===== src/hdl/spi_bridge_pkg.sv =====
`default_nettype none

package spi_bridge_pkg;

    // widths with a meaning
    typedef logic [7:0]  byte_t;
    typedef logic [7:0]  cmd_type_t;
    typedef logic [15:0] cmd_len_t;   // payload length and payload index
    typedef logic [7:0]  buf_idx_t;

    // host command codes
    localparam cmd_type_t CMD_SPI_XFER = 8'h11;
    localparam cmd_type_t CMD_SPI_CFG  = 8'h12;

    localparam byte_t UPLOAD_SRC_SPI = 8'h03;  // source tag on every upload

    localparam int BUF_DEPTH = 256;  // tx and rx buffers

    localparam byte_t CFG_HALF_DEFAULT = 8'd2;

    // sclk setup, sampled by the byte engine at start
    typedef struct packed {
        byte_t half_period;  // clk cycles per sclk half, never zero
        logic  lsb_first;
    } spi_cfg_t;

    // payload byte from the command processor
    typedef struct packed {
        byte_t    data;
        cmd_len_t index;
    } cmd_beat_t;

    typedef struct packed {
        byte_t source;
        byte_t data;
    } upload_beat_t;

endpackage

`default_nettype wire


===== src/hdl/spi_cfg_regs.sv =====
`default_nettype none
`timescale 1ns/1ps

module spi_cfg_regs (
    input  wire                            clk,
    input  wire                            rst_n,
    input  wire                            i_cmd_start,
    input  wire spi_bridge_pkg::cmd_type_t i_cmd_type,
    input  wire                            i_cmd_data_valid,
    input  wire spi_bridge_pkg::cmd_beat_t i_cmd_beat,
    input  wire                            i_cmd_done,
    output spi_bridge_pkg::spi_cfg_t       o_cfg
);

    logic                     is_cfg;  // current command is ours
    spi_bridge_pkg::byte_t    half_stage;
    logic                     lsb_stage;
    spi_bridge_pkg::byte_t    half_next;
    logic                     lsb_next;
    spi_bridge_pkg::spi_cfg_t cfg_q;

    // staged values including a beat arriving with done
    always_comb begin
        half_next = half_stage;
        lsb_next  = lsb_stage;
        if (is_cfg && i_cmd_data_valid) begin
            if (i_cmd_beat.index == 16'd0) half_next = i_cmd_beat.data;
            if (i_cmd_beat.index == 16'd1) lsb_next = i_cmd_beat.data[0];
        end
    end

    always_ff @(posedge clk) begin
        if (i_cmd_start) begin
            half_stage <= '0;               // zero means keep
            lsb_stage  <= cfg_q.lsb_first;
        end else if (is_cfg && i_cmd_data_valid) begin
            half_stage <= half_next;
            lsb_stage  <= lsb_next;
        end
    end

    always_ff @(posedge clk or negedge rst_n) begin
        if (!rst_n) begin
            is_cfg <= 1'b0;
            cfg_q  <= '{half_period: spi_bridge_pkg::CFG_HALF_DEFAULT, lsb_first: 1'b0};
        end else begin
            if (i_cmd_start) begin
                is_cfg <= (i_cmd_type == spi_bridge_pkg::CMD_SPI_CFG);
            end else if (i_cmd_done) begin
                is_cfg <= 1'b0;
            end
            if (is_cfg && i_cmd_done) begin
                if (half_next != 8'd0) cfg_q.half_period <= half_next;
                cfg_q.lsb_first <= lsb_next;
            end
        end
    end

    assign o_cfg = cfg_q;

    a_half_nonzero: assert property (@(posedge clk) disable iff (!rst_n)
        o_cfg.half_period != 8'd0)
        else $error("spi_cfg_regs half period is zero");

endmodule

`default_nettype wire


===== config.mk =====
export PLATFORM = sky130hd
export DESIGN_NAME = spi_cfg_regs
export DESIGN_NICKNAME = d
export VERILOG_FILES = /design/src/hdl/spi_bridge_pkg.sv /design/src/hdl/spi_cfg_regs.sv
export SDC_FILE = /design/constraint.sdc
export NUM_CORES = 1
export LEC_CHECK = 0
export BUFFER_PORTS_ARGS = -buffer_cell sky130_fd_sc_hd__buf_2
export CAP_MARGIN = 15
export CORE_ASPECT_RATIO = 0.75
export CORE_MARGIN = 1
export CORE_UTILIZATION = 34
export CTS_BUF_LIST = sky130_fd_sc_hd__clkbuf_16
export DETAILED_ROUTE_END_ITERATION = 6
export GPL_TIMING_DRIVEN = 1
export SETUP_SLACK_MARGIN = 0.15
export SLEW_MARGIN = 15
export SYNTH_ARGS = -nofsm -noshare
export SYNTH_HDL_FRONTEND = slang
export SYNTH_SLANG_ARGS = --single-unit

===== constraint.sdc =====
create_clock -name clk -period 1.76 [get_ports clk]
set_input_delay 0.176 -clock clk [delete_from_list [all_inputs] [get_ports clk]]
set_output_delay 0.176 -clock clk [all_outputs]
set_load 0.005 [all_outputs]

-- Word-level counts from Yosys, hierarchy flattened
Index checks and enable logic that the tools add are counted.
- mux-type cells: 8
- equality and inequality tests: 2
- reductions and logical operators: 7
- operators with widths (cell ; number):
    $eq 16x1->1 const B ; 1
    $logic_not 16->1 ; 1
    $mux 8 ; 2
    $eq 8x5->1 const B ; 1
    $reduce_bool 8->1 ; 1
    $mux 1 ; 6
    $reduce_bool 2->1 ; 2
    $logic_and 1x1->1 ; 2
    $reduce_and 2->1 ; 1
- logic and storage cells: 22
- bits in registers: 19
- bits of input ports: 37
- output and inout bits: 9

-- Logic depth before layout (Yosys ltp)
- depth after elaboration: 5
- depth in mapped cells: 6
- mapped depth without buffers: 5

-- Worst setup path after synthesis
No wires, ideal clock.
- path type: input to register
- from: input i_cmd_beat[9] in the netlist's numbering
- to: register cfg_q, in the netlist o_cfg[1]
- data required time: 1637 ps
- arrival time: 1645 ps
- path buffers: 1
- stages on the path: 6
- setup slack: -8 ps
- library setup time: 123 ps
- path through: or4_4 -> nor4_4 -> a31oi_2 -> nand2b_1 -> buf_6 -> o221a_1
- word-level cells in the longest chain between the ends: 5
- RTL lines (element ; line ; RTL):
    from (decl) ; spi_cfg_regs.sv:10 ; input wire spi_bridge_pkg::cmd_beat_t i_cmd_beat,
    $logic_not 16->1 * ; spi_cfg_regs.sv:27 ; if (i_cmd_beat.index == 16'd0) half_next = i_cmd_beat.data;
    $mux 8 * ; spi_cfg_regs.sv:27 ;
    $mux 8 * ; spi_cfg_regs.sv:26 ; if (is_cfg && i_cmd_data_valid) begin
    $reduce_bool 8->1 ; spi_cfg_regs.sv:53 ; if (half_next != 8'd0) cfg_q.half_period <= half_next;
    $reduce_and 2->1 (no line) ; -- ;
    to (signal assigned) ; spi_cfg_regs.sv:45 ; cfg_q <= '{half_period: spi_bridge_pkg::CFG_HALF_DEFAULT, lsb_first: 1'b0};
    to (decl) ; spi_cfg_regs.sv:20 ; spi_bridge_pkg::spi_cfg_t cfg_q;
Every way passes the cells marked *; elsewhere a longest branch is shown, timed or not.
A chain may end at the register's enable or synchronous reset.

-- Worst setup path after layout
- from: input i_cmd_beat[9] in the netlist's numbering
- to: register half_stage[7]
- word-level cells in the longest chain between the ends: 3
- RTL lines (element ; line ; RTL):
    $logic_not 16->1 ; spi_cfg_regs.sv:27 ;
    $mux 8 ; spi_cfg_regs.sv:27 ;
    $mux 8 ; spi_cfg_regs.sv:26 ;
    to (signal assigned) ; spi_cfg_regs.sv:37 ; half_stage <= half_next;
    to (decl) ; spi_cfg_regs.sv:16 ; spi_bridge_pkg::byte_t half_stage;
Every way passes these cells.

==> key figures <==
Worst setup path
  – Critical Setup Path Class: input pin to flip-flop
  – R2r endpoint: half_stage[7]
  – Crit end category: flip-flop
  – Startpoint Class: input pin
  – Worst-path cell chain: buf_6 > or4_4 > nor4_4 > nand3_2 > mux2i_1 > nor2_1
  – Critical path required time: 1900 ps
  – Reg-to-reg slack, setup: 270 ps
  – CP max stage delay: 530 ps
  – CP Max Fanout: 8
  – CP arrival: 1690 ps
  – R2R cell count: 5
  – CP max-delay cell: or4_4
  – Reg2reg start: is_cfg

Clock tree
  – Htree depth: 1
  – TritonCTS Sinks: 19
  – CTS tree: done
  – CTS Buffer Depth: 2
  – Clk_lat worst skew: 250 ps
  – Post-CTS Setup Bufs: 0
  – CTS Buf Count: 3
  – Root Driver: clkbuf_16
  – Clk slew on worst S/H paths: 50 ps

Synthesis
  – Register area share after synthesis: 45.8%
  – Post-synth EDFFs: 1
  – Top cell type's share of synthesized area: 23.3%
  – YS warnings: 0
  – Top cells by area, synth: dfrtp_1 (23%), dfxtp_1 (17%), mux2i_1 (11%)
  – Most frequent cell after synthesis: mux2i_1
  – Post-synth top cells: mux2i_1 (11), nor2_1 (10), dfrtp_1 (9)
  – Mapped cell area: 965 um2
  – Mapped Cells: 86
  – Yosys reg bits: 19
  – Synth cell types: 26
  – Net Count, Synth: 123
  – Post-synth ARST share: 52.6%
  – Most used DFF post-synth: dfrtp_1
  – Yosys top cell by area: dfrtp_1
  – Syn Area/Cell: 11.2 um2

Cells and area
  – Share of cells above drive strength 1: 43.4%
  – Final Util: 50.7%
  – Layout area overhead: 38.8%
  – Final nets: 174
  – ANT cells: 0
  – FILL cells: 266

Timing
  – Max Transition Viols Final: 0
  – Final TNS setup: 0 ps
  – Hold Vio Cnt, Final: 0
  – Final Cycle Share: 88.3%
  – Final Skew: 4.09 ps
  – Unrepaired setup endpoints after global routing: yes
  – Post-layout min period: 1550 ps
  – Worst Setup Slack, final: 206 ps
  – Slew Limit Headroom: 76.0%
  – Worst slew pin tran: 357 ps
  – Setup violators final: 0
  – Fmax: 644 MHz
  – Hold_ws: 200 ps

Power and ir drop
  – Leakage: 0.000666 uW
  – Pwr Total: 970 uW
  – Peak VDD IR: 477 uV
  – Pwr dens: 725 nW/um2

Route
  – Antenna Nets Post-Route: 0
  – DR WL/cell: 12.9 um
  – Total Routed Length: 2.21 mm
  – Max Used Layer: met3
  – DRT iter0 DRCs: 38
  – Drt drc: 0
  – Met2 wire len: 1.05 mm
  – Drt first pass iters: 4
  – Detailed-route via count: 853
  – DR vias/cell: 4.96
  – Met3 routed WL: 127 um
  – Metal-1 WL: 1.03 mm

Min path
  – Hold Path Depth: 3
  – Hold Startpoint: i_cmd_beat[19]
  – Hold WC Path Type: input pin to flip-flop
  – Hold EP: half_stage[3]

Floorplanning
  – Io pins: 46
  – Die height: 48.1 um
  – Die W: 63.5 um
  – Die area: 3060 um2
  – Core area: 2640 um2
  – Cell Rows: 16
  – Initial Util: 36.5%

Placement
  – Dpl hpwl: 1.73 mm
  – Routability cong.: 0.814
  – Port Buffers: 45
  – Dpl ws: -82.4 ps

Job
  – Max Cap Violations: 0

Global routing
  – First-pass GRT wire length: 3.73 mm
  – Grt ovf: 0
  – GRT Overall Usage: 16.3%
  – Antenna violations before repair: 0
  – Pin count of the biggest net entering global routing: 13
  – Number of global-route vias before repair: 829

Status
  – Status: finished, final reports clean
area by class of cell:
type                       instances  area (um2)  share of cell area (%)
timing repair buffer              48         256                    19.2
sequential                        19         442                    33.0
tap                               36        45.0                    3.36
clock buffer                       3        75.1                    5.61
inverter                           2        7.51                   0.561
clock inverter                     1        5.00                   0.374
multi-input combinational         63         508                    37.9
registers in the layout, indices dropped and copies added, names as in the netlist:
| register | count |
|---|---|
| lsb_stage | 1 |
| half_stage | 8 |
| is_cfg | 1 |
| o_cfg | 9 |
critical path: cells and delay by family:
family | cells | cell delay, ps
multiplexers | 1 | 250
buffers and inverters | 1 | 90
AND/OR/NAND/NOR | 4 | 1180
metal layers:
metal  GRT usage, %  vias to the layer above
li1               -                      428
met1           20.8                      398
met2           28.7                       27
met3           5.61                        0
met4           1.36                        0
met5              0                        -
cells in the final DEF (no fill, tap or decap), drive strengths merged, types with 2 or more instances in the layout:
master and n:
nand4 2, nand2b 3, or2b 8, clkbuf 3, buf 47, mux2i 11, nor2 10, nor4 5
inv 2, or4 3, nor3 2, nand2 3, o221a 8, nor4b 2, nand3 3, dfrtp 9
dfxtp 8
where the power goes:
part / leakage, uW / switching, uW / internal [uW]
logic: 0.000423 / 33.0 / 37.7
registers: 0.000203 / 0.177 / 438
clock network: 0.0000409 / 157 / 304
logic make-up after synthesis:
group | share of synthesized area (%)
flops | 45.8
compound gates | 11.9
simple gates | 28.5
mux | 11.4
buf+inv | 2.33
metrics by stage:
stage / instance area (um2) / cells
after floorplan: 972 / 86
after global placement: 1240 / 167
after detailed placement: 1240 / 167
after CTS: 1330 / 172
after global routing: 1340 / 172
final: 1340 / 172
worst max-delay path by stage:
stage	start	end	slack [ps]	cells after the start
final	i_cmd_beat[9]	half_stage[7]	210	6
after global routing	i_cmd_beat[9]	half_stage[7]	80	6
after CTS	i_cmd_beat[9]	half_stage[7]	180	6
after detailed placement	i_cmd_beat[9]	lsb_stage	-80	6
after global placement	i_cmd_beat[9]	half_stage[2]	-40	6
after floorplan	i_cmd_beat[9]	o_cfg[1]	9	6
repair_timing:
action                                  CTS  global route
resized for setup                         0             1
hold endpoints to repair                  9             0
hold buffers                              1             0
endpoints found under the setup margin    0            17
No activity file was read; power rests on OpenSTA's default activity.
