## config.mk

```make
export PLATFORM = sky130hd
export DESIGN_NAME = spi_byte_master
export DESIGN_NICKNAME = d
export VERILOG_FILES = /design/src/hdl/spi_bridge_pkg.sv /design/src/hdl/spi_byte_master.sv
export SDC_FILE = /design/constraint.sdc
export NUM_CORES = 1
export LEC_CHECK = 0
export BUFFER_PORTS_ARGS = -buffer_cell sky130_fd_sc_hd__buf_2
export CORE_MARGIN = 2
export CORE_UTILIZATION = 35
export CTS_CLUSTER_SIZE = 12
export DETAILED_ROUTE_END_ITERATION = 16
export PLACE_DENSITY = 0.61
export REMOVE_ABC_BUFFERS = 1
export SETUP_SLACK_MARGIN = 0.5
export SLEW_MARGIN = 20
export SYNTH_ARGS = -nofsm -noshare
export SYNTH_HDL_FRONTEND = slang
export SYNTH_SLANG_ARGS = --single-unit
```

## constraint.sdc

```tcl
create_clock -name clk -period 4.4 [get_ports clk]
set_clock_uncertainty 0.15 [all_clocks]
set_input_delay 0.22 -clock clk [delete_from_list [all_inputs] [get_ports clk]]
set_output_delay 0.22 -clock clk [all_outputs]
set_load 0.02 [all_outputs]
```

## src/hdl/spi_bridge_pkg.sv

```systemverilog
`default_nettype none

package spi_bridge_pkg;

    // widths with a meaning
    typedef logic [7:0]  byte_t;
    typedef logic [7:0]  cmd_type_t;
    typedef logic [15:0] cmd_len_t;   // payload length and payload index
    typedef logic [7:0]  buf_idx_t;

    // host command codes
    localparam cmd_type_t CMD_SPI_XFER = 8'h11;
    localparam cmd_type_t CMD_SPI_CFG  = 8'h12;

    localparam byte_t UPLOAD_SRC_SPI = 8'h03;  // source tag on every upload

    localparam int BUF_DEPTH = 256;  // tx and rx buffers

    localparam byte_t CFG_HALF_DEFAULT = 8'd2;

    // sclk setup, sampled by the byte engine at start
    typedef struct packed {
        byte_t half_period;  // clk cycles per sclk half, never zero
        logic  lsb_first;
    } spi_cfg_t;

    // payload byte from the command processor
    typedef struct packed {
        byte_t    data;
        cmd_len_t index;
    } cmd_beat_t;

    typedef struct packed {
        byte_t source;
        byte_t data;
    } upload_beat_t;

endpackage

`default_nettype wire

```

## src/hdl/spi_byte_master.sv

```systemverilog
`default_nettype none
`timescale 1ns/1ps

module spi_byte_master (
    input  wire                       clk,
    input  wire                       rst_n,
    input  wire                       i_start,
    input  wire spi_bridge_pkg::byte_t    i_tx_byte,
    input  wire spi_bridge_pkg::spi_cfg_t i_cfg,
    input  wire                       i_spi_miso,
    output spi_bridge_pkg::byte_t     o_rx_byte,
    output logic                      o_done,
    output logic                      o_busy,
    output logic                      o_spi_clk,
    output logic                      o_spi_cs_n,
    output logic                      o_spi_mosi
);

    typedef enum logic [1:0] {
        ST_IDLE,
        ST_SHIFT,
        ST_FINISH
    } state_t;

    state_t                   state;
    spi_bridge_pkg::byte_t    half_cnt;
    logic [2:0]               bit_cnt;
    logic                     sclk_q;
    logic                     cs_n_q;
    logic                     mosi_q;
    logic                     done_q;
    spi_bridge_pkg::spi_cfg_t cfg_q;   // held for the whole byte
    spi_bridge_pkg::byte_t    tx_sr;
    spi_bridge_pkg::byte_t    rx_sr;
    logic                     half_end;
    logic                     next_bit;

    assign half_end = (half_cnt == cfg_q.half_period - 8'd1);
    // bit that follows the current one on mosi
    assign next_bit = cfg_q.lsb_first ? tx_sr[1] : tx_sr[6];

    always_ff @(posedge clk or negedge rst_n) begin
        if (!rst_n) begin
            state    <= ST_IDLE;
            half_cnt <= '0;
            bit_cnt  <= '0;
            sclk_q   <= 1'b0;
            cs_n_q   <= 1'b1;
            mosi_q   <= 1'b0;
            done_q   <= 1'b0;
        end else begin
            done_q <= 1'b0;
            case (state)
                ST_IDLE: begin
                    if (i_start) begin
                        state    <= ST_SHIFT;
                        cs_n_q   <= 1'b0;
                        half_cnt <= '0;
                        bit_cnt  <= '0;
                        mosi_q   <= i_cfg.lsb_first ? i_tx_byte[0] : i_tx_byte[7];
                    end
                end
                ST_SHIFT: begin
                    if (half_end) begin
                        half_cnt <= '0;
                        sclk_q   <= ~sclk_q;
                        if (sclk_q) begin  // falling edge
                            if (bit_cnt == 3'd7) begin
                                state <= ST_FINISH;
                            end else begin
                                bit_cnt <= bit_cnt + 3'd1;
                                mosi_q  <= next_bit;
                            end
                        end
                    end else begin
                        half_cnt <= half_cnt + 8'd1;
                    end
                end
                ST_FINISH: begin
                    // one more low half before releasing cs
                    if (half_end) begin
                        state    <= ST_IDLE;
                        cs_n_q   <= 1'b1;
                        done_q   <= 1'b1;
                        half_cnt <= '0;
                    end else begin
                        half_cnt <= half_cnt + 8'd1;
                    end
                end
                default: state <= ST_IDLE;
            endcase
        end
    end

    always_ff @(posedge clk) begin
        if (state == ST_IDLE && i_start) begin
            cfg_q <= i_cfg;
            tx_sr <= i_tx_byte;
        end else if (state == ST_SHIFT && half_end) begin
            if (!sclk_q) begin  // rising, sample miso
                rx_sr <= cfg_q.lsb_first ? {i_spi_miso, rx_sr[7:1]} : {rx_sr[6:0], i_spi_miso};
            end else begin
                tx_sr <= cfg_q.lsb_first ? {1'b0, tx_sr[7:1]} : {tx_sr[6:0], 1'b0};
            end
        end
    end

    assign o_rx_byte  = rx_sr;
    assign o_done     = done_q;
    assign o_busy     = (state != ST_IDLE);
    assign o_spi_clk  = sclk_q;
    assign o_spi_cs_n = cs_n_q;
    assign o_spi_mosi = mosi_q;

    a_no_start_busy: assert property (@(posedge clk) disable iff (!rst_n)
        i_start |-> !o_busy)
        else $error("spi_byte_master start while busy");

    a_sclk_in_cs: assert property (@(posedge clk) disable iff (!rst_n)
        (o_spi_clk != $past(o_spi_clk)) |-> !o_spi_cs_n)
        else $error("spi_byte_master sclk toggled with cs_n high");

endmodule

`default_nettype wire

```

-- After elaboration in Yosys (flattened, before gate mapping)
Index checks and enable logic that the tools add are counted.
- add/sub/neg operators: 3
- equality and inequality tests: 10
- mux-type cells: 31
- bitwise gates (word level): 2
- reductions and logical operators: 17
- operators by type and width (operator ; count):
    $mux 8 ; 7
    $pmux 8 s2 ; 1
    $mux 3 ; 4
    $ne 2x2->1 const B ; 6
    $reduce_bool 2->1 ; 6
    $mux 1 ; 10
    $mux 2 ; 5
    $reduce_and 5->1 ; 2
    $add 8x1->8 const B ; 1
    $eq 8x8->1 ; 1
    $sub 8x1->8 const B ; 1
    $pmux 2 s3 ; 1
    $pmux 3 s2 ; 1
    $reduce_and 2->1 ; 3
    $reduce_and 3->1 ; 2
    $pmux 1 s2 ; 2
    $add 3x1->3 const B ; 1
    $eq 3x3->1 const B ; 1
    $eq 2x1->1 const B ; 1
    $eq 2x2->1 const B ; 1
    $logic_and 1x1->1 ; 2
    $logic_not 2->1 ; 1
    $not 1->1 ; 2
    $reduce_or 2->1 ; 1
- flip-flop bits (word level): 42
- input bits: 21
- output and inout port bits: 13
- logic and storage cells: 74

-- Depth between registers and ports, before layout
Gate-level depths: netlist of the first run.
- depth in word-level cells: 5
- depth in mapped cells: 9
- gate-level depth less buffers: 8

-- Worst setup path before layout of the first run
Ideal clock, no wire load.
- path kind: register to register
- start point: reg cfg_q[1] (netlist name)
- end point: reg rx_sr[0], in the netlist o_rx_byte[0], enable pin
- setup time: 0.383 ns
- arrival time: 2.503 ns
- data required time: 3.867 ns
- slack: 1.364 ns
- cell stages (with the launch flop): 10
- buffers on the path: 1
- clock period less this slack: 3.036 ns
- cells stage by stage: edfxtp_1 > inv_1 > ha_1 > nor3b_1 > xnor2_1 > o2111ai_1 > a211oi_4 > buf_6 > nand2_1 > nor3_1
- word-level cells in the longest chain between the ends: 4
- ends and longest elaborated chain (element ; RTL line ; RTL):
    start, declared ; spi_byte_master.sv:32 ; spi_bridge_pkg::spi_cfg_t cfg_q;
    start signal, assigned ; spi_byte_master.sv:97 ; cfg_q <= i_cfg;
    $sub 8x1->8 ; spi_byte_master.sv:38 ; assign half_end = (half_cnt == cfg_q.half_period - 8'd1);
    $eq 8x8->1 ; spi_byte_master.sv:38 ;
    $logic_and 1x1->1 ; spi_byte_master.sv:99 ; end else if (state == ST_SHIFT && half_end) begin
    $reduce_and 3->1 (no source line) ; - ;
    end signal, assigned ; spi_byte_master.sv:101 ; rx_sr <= cfg_q.lsb_first ? {i_spi_miso, rx_sr[7:1]} : {rx_sr[6:0], i_spi_miso};
    end, declared ; spi_byte_master.sv:34 ; spi_bridge_pkg::byte_t rx_sr;
Every way passes these cells.
A chain may end at the register's enable or synchronous reset.

-- Worst setup path after layout of the first run
- start point: reg cfg_q[1] (netlist name)
- end point: reg rx_sr[3], in the netlist o_rx_byte[3], enable pin
Same word-level chain as after synthesis.

==> run summary, run 1 <==
Setup repair after global routing left no endpoint under its margin. The total of cells resized after clock tree synthesis came out at 0. The highest fanout seen on the critical path is 16. The share of cells above drive strength 1 is 24.1%. After floorplanning, the core was divided into 29 placement rows.

For the pin with the worst max-slew slack, the measured transition is 0.666 ns. Detailed placement ended at an HPWL of 3.35 mm. The maximum number of pins on one net before global-route repair came out at 29. The worst register-to-register path begins at cfg_q[1]$_DFFE_PP_. The weighted congestion reported at the end of routability-driven placement is 0.832. The worst setup path is captured at a flop. 0 antenna diodes ended up in the layout. Setup violations remaining at the end of the flow were counted as 0. The number of synthesized flops with an enable pin came out at 25.

Across the run, the number of max-cap violations was 0. The achievable clock frequency came out at 332 MHz. The overall die area came out at 7360 sq um. The worst register-to-register path ends at o_rx_byte[3]$_DFFE_PP_. Yosys attributes the largest share of cell area to sky130_fd_sc_hd__edfxtp_1, sky130_fd_sc_hd__dfrtp_1, sky130_fd_sc_hd__mux2_2, sky130_fd_sc_hd__ha_1, sky130_fd_sc_hd__mux2i_1.

The biggest area consumer among synthesized cells is sky130_fd_sc_hd__edfxtp_1. The global routing usage summed across all routing layers is 13.3%. The clock insertion delay at the later pin of the skew report came out at 0.29 ns.

The count of H-tree levels built during CTS is 2. In the layout the commonest cells are sky130_fd_sc_hd__buf_2, sky130_fd_sc_hd__edfxtp_1, sky130_fd_sc_hd__dfrtp_1. Across all register-to-register paths, the minimum setup slack is 1.38 ns. For this run, the number of standard cells in the final layout without fillers is 326.

The clock period minus worst slack is 3.02 ns. The DRC violation count after routing came out at 0. The kind of start point of the critical path is a flop. The total area of sequential cells came out at 1180 sq um.

The hold path startpoint is i_tx_byte[2]. The number of iterations in the first detailed-routing pass came out at 6. In this run the clock root is driven by a sky130_fd_sc_hd__clkbuf_8.

Once detail routing completed, the nets flagged for antenna violations numbered 0. The per-instance average area after synthesis is 11.5 sq um. The die span in x came out at 85.8 um. The run finished with clean final reports.

The number of hold buffers added after CTS came out at 10. The data arrival at the endpoint of the critical path is 2.87 ns. The floorplan step set the die height to 85.8 um. For this design the static power due to leakage is 1.16 nW. Among all flip-flop cells after synthesis, the most frequent one is sky130_fd_sc_hd__edfxtp_1.

The number of max-slew violations in the final report came out at 0. The share of async-settable or async-resettable flops after synthesis is 40.5%. Summing all multi-input logic gate instances after layout gives 1080 sq um. TritonCTS built the clock tree. From synthesis to final layout, the design area changed by 18.1%. Summed over all layers, the global routing overflow is 0.

The iteration-0 DRC count of the detailed router came out at 122. The sequential fraction of the synthesis area is 50.3%. The filler cell count in the final layout is 601. The count of buffers from port buffering came out at 33. Leaving out fill and tap cells, the most frequent cell in the layout is sky130_fd_sc_hd__buf_2. The first global-routing pass estimated 7.80 mm of wire. The worst reg2reg path depth is 9.

The number of global-route vias before repair came to 1706. For this design the ratio of total power to cell area is 244 nW/um^2. After the last flow step, the layout net total stands at 276.

The number of clock buffers added by TritonCTS is 5. The cell count after synthesis came out at 204. Clock tree synthesis found a total of 42 sinks. The path with the worst hold slack has its endpoint at tx_sr[2]$_DFFE_PP_. In this run the worst hold path is classified as input port to flop.

Setup total negative slack on the finished layout was measured at 0 ns. The number of distinct library cells after synthesis is 48. In this run the count of I/O pins placed on the die edge is 34. The relative slew slack came out at 55.6%. The floorplan core area is 6420 sq um. The clock transition time at the flip-flop clock pins of the worst setup and hold paths came out at 0.08 ns. The final hold violation count is 0.

The required time of the worst setup path came out at 4.26 ns. Measured on the finished design, the core utilization comes to 43.1%. The detailed router placed 1709 vias in this run. The fraction of post-synthesis cell area in the top cell type by area is 32.1%. The register bit count reported by yosys is 42.

Once the floorplan was initialized, standard cells occupied 36.5% of the core. The maximum resistive drop on vdd is 168 uV. For this run, the number of Yosys warnings is 0. The average wire per standard cell is 13.8 um. The worst hold path was traced through 3 stages. Counting tap cells, the placed design contains a total of 308 instances.

The critical path is of the flop to flop type. The number of buffers inserted by post-CTS setup repair came out at 0. The number of buffers on the longest clock path came out at 2. The final critical path takes up 68.5% of the cycle. The number of antenna violations at the first check in global routing is 0. The average via count per standard cell is 5.24.

The routed design has 4.51 mm of wire. The cell area after synthesis is 2340 sq um.
==> layer usage <==
layer / share of wire (%) / vias to the layer above / wire length [um] / global-route usage, %
li1: - / 862 / - / -
met1: 47 / 810 / 2130 / 16.9
met3: 3.7 / 5 / 166 / 2.98
met5: 0 / - / 0 / 0
met2: 48 / 32 / 2170 / 22.8
met4: 0.93 / 0 / 42 / 3.46
==> final cells by class <==
cell class	instances	area share [%]
inverter	11	1.49
sequential	42	42.6
clock inverter	3	0.588
multi-input combinational	143	39.2
clock buffer	5	2.49
tap	77	3.48
timing repair buffer	45	10.1
==> synthesized netlist by cell type (3+ instances only) <==
master / instances
sky130_fd_sc_hd__nor3_1: 3
sky130_fd_sc_hd__o21a_1: 3
sky130_fd_sc_hd__o311ai_0: 3
sky130_fd_sc_hd__nand2b_1: 3
sky130_fd_sc_hd__dfrtp_1: 16
sky130_fd_sc_hd__nand3_1: 5
sky130_fd_sc_hd__a211oi_1: 3
sky130_fd_sc_hd__and3_1: 7
sky130_fd_sc_hd__a21oi_1: 5
sky130_fd_sc_hd__nor2_1: 5
sky130_fd_sc_hd__edfxtp_1: 25
sky130_fd_sc_hd__a21o_1: 3
sky130_fd_sc_hd__nor3b_1: 4
sky130_fd_sc_hd__xor2_1: 7
sky130_fd_sc_hd__ha_1: 7
sky130_fd_sc_hd__inv_1: 11
sky130_fd_sc_hd__a31oi_1: 3
sky130_fd_sc_hd__clkbuf_1: 6
sky130_fd_sc_hd__mux2i_1: 7
sky130_fd_sc_hd__mux2_2: 9
sky130_fd_sc_hd__o211ai_1: 3
sky130_fd_sc_hd__nor2b_1: 3
sky130_fd_sc_hd__and2_1: 3
sky130_fd_sc_hd__o21ai_0: 10
sky130_fd_sc_hd__xnor2_1: 4
sky130_fd_sc_hd__nand2_1: 14
==> through the flow <==
step                hold slack (ns)  area, sq um  power, mW  worst slack [ns]
floorplan                    -0.226         2300      0.425              1.32
global placement             0.0218         2580      0.438              1.44
detailed placement           0.0239         2580      0.438              1.36
CTS                          0.0460         2770      0.685              1.36
global route                 0.0554         2770      0.705              1.11
finish                       0.0487         2770      0.674              1.38
==> power breakdown <==
part | internal, mW | switching [mW] | leakage, nW
Combinational | 0.0129 | 0.00763 | 0.696
Clock | 0.109 | 0.129 | 0.0416
Sequential | 0.415 | 0.000000715 | 0.425
Total | 0.537 | 0.137 | 1.16
==> state kept, by name, indices dropped and copies added, names as in the netlist <==
| signal | flops |
|---|---|
| cfg_q | 9 |
| half_cnt | 8 |
| o_rx_byte | 8 |
| tx_sr | 8 |
| bit_cnt | 3 |
| state | 2 |
| o_done | 1 |
| o_spi_clk | 1 |
| o_spi_cs_n | 1 |
| o_spi_mosi | 1 |
==> how the worst max path moves through the flow <==
stage | from | endpoint | slack (ns) | cells past startpoint
after floorplan | cfg_q[1]$_DFFE_PP_ | o_rx_byte[0]$_DFFE_PP_ | 1.32 | 8
after global placement | cfg_q[1]$_DFFE_PP_ | o_rx_byte[0]$_DFFE_PP_ | 1.44 | 9
after detailed placement | cfg_q[1]$_DFFE_PP_ | o_rx_byte[1]$_DFFE_PP_ | 1.36 | 9
after CTS | cfg_q[1]$_DFFE_PP_ | o_rx_byte[7]$_DFFE_PP_ | 1.36 | 9
after global routing | cfg_q[1]$_DFFE_PP_ | o_rx_byte[6]$_DFFE_PP_ | 1.11 | 9
final | cfg_q[1]$_DFFE_PP_ | o_rx_byte[3]$_DFFE_PP_ | 1.38 | 9
==> logic make-up after synthesis <==
logic type / after synthesis / synth area share, %
AOI/OAI and AO/OA: 55 / 17.7
and+or+nand+nor: 54 / 13.5
DFF: 42 / 50.3
buffers and inverters: 19 / 3.42
muxes: 16 / 7.32
xor gates and xnor gates: 11 / 4.11
adders and majority gates: 7 / 3.74
==> worst max-delay path: stages, from the launching register on <==
cell	delay (ns)
sky130_fd_sc_hd__edfxtp_1	0.47
sky130_fd_sc_hd__inv_1	0.09
sky130_fd_sc_hd__ha_1	0.21
sky130_fd_sc_hd__nor3b_1	0.24
sky130_fd_sc_hd__xnor2_1	0.17
sky130_fd_sc_hd__o2111ai_1	0.22
sky130_fd_sc_hd__a211oi_4	0.63
sky130_fd_sc_hd__nand2_1	0.18
sky130_fd_sc_hd__nor3_1	0.17
sky130_fd_sc_hd__buf_4	0.20
Power figures use the tool's default switching activity.
==> run 2: changes to the inputs <==
==> constraint.sdc (replaced) <==
create_clock -name clk -period 3 [get_ports clk]
set_clock_uncertainty 0.15 [all_clocks]
set_input_delay 0.15 -clock clk [delete_from_list [all_inputs] [get_ports clk]]
set_output_delay 0.15 -clock clk [all_outputs]
set_load 0.02 [all_outputs]
==> run 2 against run 1 <==
The flow now finishes with violations (DRC). Sequential power grew 47%. Combinational power rose by 80%. Utilization up 3.4 points. Setup slack worse by 0.86 ns. Final cell count up 5.2%. Critical path depth is 1 lower. Worst hold slack worse by 0.029 ns. Non-clock buffer count is 17 higher. Total power grew 61%. First-iteration DRC count down 23%. Critical endpoint is now o_spi_mosi$_DFFE_PN0P_. Largest power group unchanged.
==> run summary, run 2 (synthesis results as in run 1) <==
Entering global routing, the biggest net connects 28 pins. Summing all non-filler instances in the final layout gives an area of 2980 sq um. In this run the tightest slew margin relative to its limit is 56.0%. The clock period minus worst slack is 2.48 ns.

Summed over all cells, the static leakage comes to 1.27 nW. The highest layer touched by signal routing is met4. The chip height came out at 85.8 um.

The overall die area came out at 7360 sq um. The average wire per standard cell is 13.9 um. The total clock sinks is 42.

The layout overhead on the synthesized area came out at 27.4%. The worst reg2reg path depth is 8. The share of the clock period used by the worst path after layout is 82.6%.

Leaving out fill and tap cells, the most frequent cell in the layout is sky130_fd_sc_hd__buf_2. The smallest hold slack came out at 0.0199 ns. The highest fanout seen on the critical path is 4. For this design the total switching power over the nets is 0.207 mW. The fraction of power consumed by sequential logic came out at 56.1%. The cell area after placement came out at 2590 sq um. The critical path starts at cfg_q[1]$_DFFE_PP_. The number of buffers on the longest clock path is 2. The total CTS buffers came out at 5. The register-to-register path setup slack came out at 0.52 ns. The count of cells along the worst hold path came out at 3. The final total negative setup slack is 0 ns.

The worst register-to-register path ends at o_spi_mosi$_DFFE_PN0P_. The die span in x came out at 85.8 um. STA classifies the critical path startpoint as a flop. The run finished, with violations left. The count of H-tree levels built during CTS came out at 2.

Setup repair after global routing could not meet its margin everywhere. The combinational cell fraction of total power came out at 3.4%. The critical path is of the flop to flop type. The routed wire length came out at 4.77 mm. The placement row count is 29.

The required time of the worst setup path is 3.03 ns. The cell area power density came out at 364 nW/um^2. The internal power of the cells came out at 0.879 mW. The maximum resistive drop on vdd is 328 uV. TritonCTS built the clock tree. The slew at the pin with the worst max-slew slack came out at 0.660 ns. The flip-flop count of the largest register after layout came out at 9. The count of nets left with antenna violations after detail routing is 0.

The DRC violation count after routing is 4. Clock-pin slew was measured on the worst setup and hold paths at 0.08 ns. After detailed routing, the wire length on met1 is 2.23 mm. Summed over all nets, the half-perimeter wirelength after detailed placement is 3.33 mm. The cell sitting at the root of the clock tree is a sky130_fd_sc_hd__clkbuf_8.

STA puts the critical path data arrival time at 2.51 ns. The number of iterations in the first detailed-routing pass is 10. The weighted congestion reported at the end of routability-driven placement is 0.854. Across all layers, the routed design uses 1788 vias. The checks that failed: DRC.

The clock insertion delay at the later pin of the skew report is 0.30 ns. In the routed layout, each cell is associated on average with a via count of 5.21. The iteration-0 DRC count of the detailed router is 94.

The count of buffers from port buffering came out at 33. The number of global-route vias before repair is 1753. The repair_antennas step left the layout with diodes totalling 0. The first global-routing pass estimated 7.81 mm of wire.

The worst hold path belongs to the class input port to flop. The number of nets in the layout came out at 293. In this run the critical register-to-register path is launched from cfg_q[1]$_DFFE_PP_. Leaving out fill and tap cells, the most frequent cells in the layout are sky130_fd_sc_hd__buf_2, sky130_fd_sc_hd__edfxtp_1, sky130_fd_sc_hd__dlygate4sd3_1.

The sum of internal, switching and leakage power came out at 1.09 mW. The leftover overflow at the end of global routing came out at 0. Setup violations remaining at the end of the flow were counted as 0. The most critical setup path has its endpoint at o_spi_mosi$_DFFE_PN0P_. Detailed routing placed a total of 2.29 mm of wire on met2. The number of antenna violations at the first check in global routing came out at 0.

Across the run, the number of max-cap violations was 0. More flip-flops sit in one register than any other, and that register is cfg_q. In the detailed route, the total length drawn on met3 is 205 um. The initial utilization of the core area, before any placement, comes to 36.5%.

The worst setup path is captured at a flop. The share of power burned in the clock network is 40.5%. The switching power share of the total came out at 19.1%. The share of cells above drive strength 1 is 29.7%. The number of max-slew violations in the final report is 0. The I/O pin count came out at 34. Static timing analysis puts the maximum clock frequency at 404 MHz. The final hold violation count came out at 0. The core region is 6420 sq um. Across every metal layer, demand over resource in global routing totals 13.5%.
run 2: repair_timing:
action                                  4_1_cts  5_1_grt
buffers inserted                              5        3
pin swaps                                     2        5
endpoints found under the hold margin        33        0
endpoints found under the setup margin       13       28
hold buffers                                 17        0
cloned                                        1        0
resized for setup                             5        9
run 2: final cells by class:
cell class / instances / area [sq um]
clock inverters: 3 / 40.0
clock buffers: 5 / 68.8
repair buffers: 62 / 438
inverters: 11 / 41.3
multi-input cells: 143 / 1120
flip-flops and latches: 42 / 1180
well taps: 77 / 96.3
fillers: 585 / 3440
run 2: through the flow:
step / utilization [%] / cells / setup slack [ns]
5_1_grt: 46.5 / 343 / 0.408
3_3_place_gp: 40.3 / 309 / 0.434
2_1_floorplan: - / 196 / -0.0828
4_1_cts: 45.6 / 340 / 0.493
3_5_place_dp: 40.3 / 309 / 0.386
6_report: 46.5 / 343 / 0.522
run 2: worst max-delay path, stage by stage (launching register included):
cell and delay [ns]:
sky130_fd_sc_hd__edfxtp_1 0.45, sky130_fd_sc_hd__inv_1 0.09, sky130_fd_sc_hd__ha_2 0.20, sky130_fd_sc_hd__xor2_1 0.21, sky130_fd_sc_hd__xnor2_1 0.21, sky130_fd_sc_hd__o211a_1 0.22, sky130_fd_sc_hd__o211ai_1 0.15, sky130_fd_sc_hd__a21oi_1 0.32
sky130_fd_sc_hd__mux2_2 0.37
run 2: power groups by stage:
stage                     logic [mW]  registers (mW)  clock network [mW]
after global routing          0.0408           0.609               0.482
after global placement        0.0204           0.622                   0
after CTS                     0.0375           0.609               0.452
final                         0.0369           0.609               0.440
after detailed placement      0.0207           0.622                   0
after floorplan              0.00170           0.622                   0
run 2: worst min path at each step:
stage,slack (ns),from,end
global placement,-0.05,rst_n,half_cnt[4]$_DFFE_PN0P_
global route,0.02,i_tx_byte[0],tx_sr[0]$_DFFE_PP_
finish,0.02,i_tx_byte[0],tx_sr[0]$_DFFE_PP_
detailed placement,-0.05,rst_n,half_cnt[4]$_DFFE_PN0P_
CTS,0.02,i_tx_byte[0],tx_sr[0]$_DFFE_PP_
floorplan,-0.30,rst_n,bit_cnt[0]$_DFFE_PN0P_
run 2: layer usage:
layer  track usage [%]  vias to the layer above
li1                  -                      887
met5                 0                        -
met4              3.90                        0
met2              23.3                       40
met3              3.75                        7
met1              16.5                      854
==> run 3: changes to the inputs <==
--- a/config.mk
+++ b/config.mk
@@ -5,12 +5,13 @@
 export SDC_FILE = /design/constraint.sdc
 export NUM_CORES = 1
 export LEC_CHECK = 0
+export ABC_AREA = 1
 export BUFFER_PORTS_ARGS = -buffer_cell sky130_fd_sc_hd__buf_2
 export CORE_MARGIN = 2
 export CORE_UTILIZATION = 35
 export CTS_CLUSTER_SIZE = 12
 export DETAILED_ROUTE_END_ITERATION = 16
-export PLACE_DENSITY = 0.61
+export PLACE_DENSITY = 0.63
 export REMOVE_ABC_BUFFERS = 1
 export SETUP_SLACK_MARGIN = 0.5
 export SLEW_MARGIN = 20
==> constraint.sdc (replaced) <==
create_clock -name clk -period 2.2 [get_ports clk]
set_clock_uncertainty 0.15 [all_clocks]
set_input_delay 0.11 -clock clk [delete_from_list [all_inputs] [get_ports clk]]
set_output_delay 0.11 -clock clk [all_outputs]
set_load 0.02 [all_outputs]
==> run 3 against run 2 <==
Register-to-register slack worse by 0.50 ns. Setup slack got worse by 0.50 ns. Sequential power grew 100%. Utilization increased by 0.91 points. Final area rose by 6.1%. Highest routed layer unchanged. Maximum frequency increased by 14%. The run now ends clean. Sequential share of layout area fell by 2.3 points. Non-clock buffer count up 9. Critical endpoint is now o_rx_byte[2]$_DFFE_PP_. Clock power up 15%. Combinational power grew to 43 times the previous value.
==> run summary, run 3 <==
In the routed layout, each cell is associated on average with a via count of 4.76. The sequential fraction of the synthesis area is 49.5%. In the final routed layout, each cell accounts on average for 12.7 um.

The synthesized design contains 25 enable-type register cells. The global routing usage summed across all routing layers came out at 15.6%. Summed over all cells, the static leakage comes to 1.52 nW. STA classifies the critical path endpoint as a flop. In this run the horizontal extent of the chip is 86.5 um. The first global-routing pass estimated 9.05 mm of wire. The achievable clock frequency came out at 458 MHz. Counting flops with an async set or reset pin after synthesis yields a share of 40.5%. The worst setup path is of the flop to flop kind. The layout has 631 filler cells. The I/O pin count is 34. The core occupancy in the finished layout came out at 47.4%. The cell sitting at the root of the clock tree is a sky130_fd_sc_hd__clkbuf_8. The count of H-tree levels built during CTS came out at 2. The complex-gate fraction of the synthesized area came out at 7.68%. The number of buffers on the longest clock path is 2. Synthesis inferred 42 register bits. The number of max-slew violations in the final report came to 0. The number of global-route vias before repair is 1984.

The slew at the pin with the worst max-slew slack is 0.667 ns. Of all cell types, the one taking the most synthesized area is sky130_fd_sc_hd__edfxtp_1. The overall die area came out at 7480 sq um. The most flop-heavy register is cfg_q. Summed over all failing endpoints, the final setup total negative slack is 0 ns.

The top cell type by area accounts for 31.5% of the synthesized area. The die is 86.5 um tall. The run finished with clean final reports. The critical path ends at o_rx_byte[2]$_DFFE_PP_. The post-synthesis share of cell area spent on and, or, nand and nor gates is 27.9%. After global routing, the most crowded layer is met2. The number of maximum-capacitance constraint violations came out at 0. The post-route netlist has 30.6% of its cells at a drive strength greater than 1.

The launch instance of the worst register-to-register path is cfg_q[2]$_DFFE_PP_. For this run, the post-layout net count is 377. The repair_antennas step left the layout with diodes totalling 0.

The cell area after synthesis is 2380 sq um. The total clock sinks came out at 42. The clock transition time at the flip-flop clock pins of the worst setup and hold paths came out at 0.08 ns. The clock insertion delay at the later pin of the skew report came out at 0.30 ns. The routed wire length is 5.47 mm. The floorplan core area came out at 6680 sq um. The worst path uses 99.1% of the clock period.

The weighted congestion reported at the end of routability-driven placement came out at 0.827. VDD sags by at most 635 uV. The final hold violation count is 0. The critical path starts at cfg_q[2]$_DFFE_PP_. The initial standard-cell utilization of the core is 35.6%.

The required time of the worst setup path came out at 2.07 ns. The met1 layer usage reported by global route is 19.7%. The startpoint identified for the worst hold timing path is i_tx_byte[5]. The synthesized netlist devotes 3.68% of its cell area to adder and majority cells. The leftover overflow at the end of global routing came out at 0. TritonCTS built the clock tree.

The mux share of post-synthesis cell area came out at 0.421%. The most common cell after layout, fill and taps aside is sky130_fd_sc_hd__nand2_1. The iteration-0 DRC count of the detailed router is 112.

The kind of start point of the critical path is a flop. The count of buffers from port buffering is 33. The flip-flop count of the largest register after layout came out at 9.

The register-to-register path setup slack came out at 0.02 ns. The post-synthesis xor/xnor area fraction is 4.05%. The most used flip-flop cell after synthesis is sky130_fd_sc_hd__edfxtp_1. Power spread over the standard cell area amounts to 1050 nW/um^2. The DRC violation count after routing is 0.

The highest fanout seen on the critical path came out at 8. The total half-perimeter wirelength after legalization and detailed placement is 3.83 mm. Setup violations remaining at the end of the flow were counted as 0. A synthesized cell averages 8.59 sq um. The maximum number of pins on one net before global-route repair is 18.

The largest family of logic cells by synthesized area is simple AND/OR/NAND/NOR gates. Measured against its own limit, the worst slew margin works out to 55.3%. Once detail routing completed, the nets flagged for antenna violations numbered 0.

The number of non-filler instances in the completed layout came out at 430. The number of distinct library cells after synthesis came out at 32. The worst register-to-register path has a depth of 13. By count the netlist is led by sky130_fd_sc_hd__nand2_1, sky130_fd_sc_hd__inv_1, sky130_fd_sc_hd__edfxtp_1. The total CTS buffers is 5. The total of warnings raised by yosys came out at 0. The met3 layer usage reported by global route came out at 4.67%. The most common cell in the synthesized netlist is sky130_fd_sc_hd__nand2_1. The clock period minus worst slack came out at 2.18 ns. The number of instances in the placed design is 395. Data arrives at the worst endpoint at 2.05 ns.

Setup repair after global routing could not meet its margin everywhere. By area the synthesized netlist is led by sky130_fd_sc_hd__edfxtp_1, sky130_fd_sc_hd__dfrtp_1, sky130_fd_sc_hd__nand2_1, sky130_fd_sc_hd__inv_1, sky130_fd_sc_hd__ha_1. After technology mapping, the gate count stands at 277. In this run the critical register-to-register path is captured at o_rx_byte[2]$_DFFE_PP_. The class of the worst hold path is input port to flop. In the global route stage, met2 resource usage came out at 25.6%. Leaving out fill and tap cells, the most frequent cells in the layout are sky130_fd_sc_hd__nand2_1, sky130_fd_sc_hd__buf_2, sky130_fd_sc_hd__edfxtp_1. The via total after detailed routing came out at 2045. From synthesis to final layout, the design area changed by 33.0%. The number of antenna violations at the first check in global routing was 0. The number of iterations in the first detailed-routing pass came out at 4. The placement row count came out at 30.
==> run 3: timing repair <==
action                                 CTS  global route
setup endpoints to repair               35            45
pin swaps                                3             9
hold buffers                            15             0
resized for setup                       16            32
endpoints found under the hold margin   32             0
buffers inserted                         6             6
==> run 3: cell families after synthesis <==
group | after synthesis
adders and majority gates | 7
xor gates and xnor gates | 11
muxes | 1
and+or+nand+nor | 145
AOI/OAI and AO/OA | 31
DFF | 42
buffers and inverters | 40
==> run 3: how the worst min path moves through the flow <==
stage | end | slack, ns | cells after the start
2_1_floorplan | bit_cnt[0]$_DFFE_PN0P_ | -0.34 | 0
3_3_place_gp | o_spi_mosi$_DFFE_PN0P_ | -0.08 | 1
3_5_place_dp | o_spi_mosi$_DFFE_PN0P_ | -0.09 | 1
4_1_cts | tx_sr[3]$_DFFE_PP_ | 0.006 | 3
5_1_grt | tx_sr[5]$_DFFE_PP_ | 0.03 | 3
6_report | tx_sr[5]$_DFFE_PP_ | 0.009 | 3
==> run 3: metal layers <==
layer / share of wire [%] / up-vias
met1: 46 / 965
met5: 0 / -
met3: 2.9 / 5
met4: 1.1 / 0
li1: - / 1050
met2: 50 / 25
==> run 3: area by class of cell <==
class	count	area (sq um)	area share, %
flip-flops and latches	42	1180	37.2
repair buffers	71	514	16.2
well taps	80	100	3.16
clock buffers	6	72.6	2.29
multi-input cells	195	1160	36.6
inverters	34	129	4.07
clock inverters	2	13.8	0.435
==> run 3: power breakdown <==
part           internal, mW  switching, mW  leakage [nW]
Clock                 0.224          0.283        0.0452
Sequential             1.07          0.166         0.456
Combinational         0.625          0.945          1.02
Total                  1.92           1.39          1.52
==> run 3: through the flow <==
step                      setup WS [ns]  hold WS (ns)  instance area (sq um)  total power, mW
after floorplan                  -0.474        -0.336                   2350             2.20
final                            0.0187       0.00930                   3170             3.31
after detailed placement       0.000529       -0.0920                   2690             2.58
after global placement           0.0422       -0.0850                   2690             2.54
after CTS                        0.0617       0.00553                   3020             3.19
after global routing             -0.101        0.0324                   3170             3.58
==> run 3: critical path, stage by stage, from the launching register on <==
cell	delay, ns
sky130_fd_sc_hd__edfxtp_1	0.38
sky130_fd_sc_hd__inv_2	0.07
sky130_fd_sc_hd__ha_4	0.26
sky130_fd_sc_hd__inv_2	0.03
sky130_fd_sc_hd__nand2_1	0.05
sky130_fd_sc_hd__nand2_1	0.04
sky130_fd_sc_hd__nor2_1	0.07
sky130_fd_sc_hd__nand3_1	0.08
sky130_fd_sc_hd__nor2_2	0.13
sky130_fd_sc_hd__nand3_4	0.12
sky130_fd_sc_hd__nor2_8	0.12
sky130_fd_sc_hd__nand2_4	0.08
sky130_fd_sc_hd__nor3_4	0.16
sky130_fd_sc_hd__buf_6	0.16
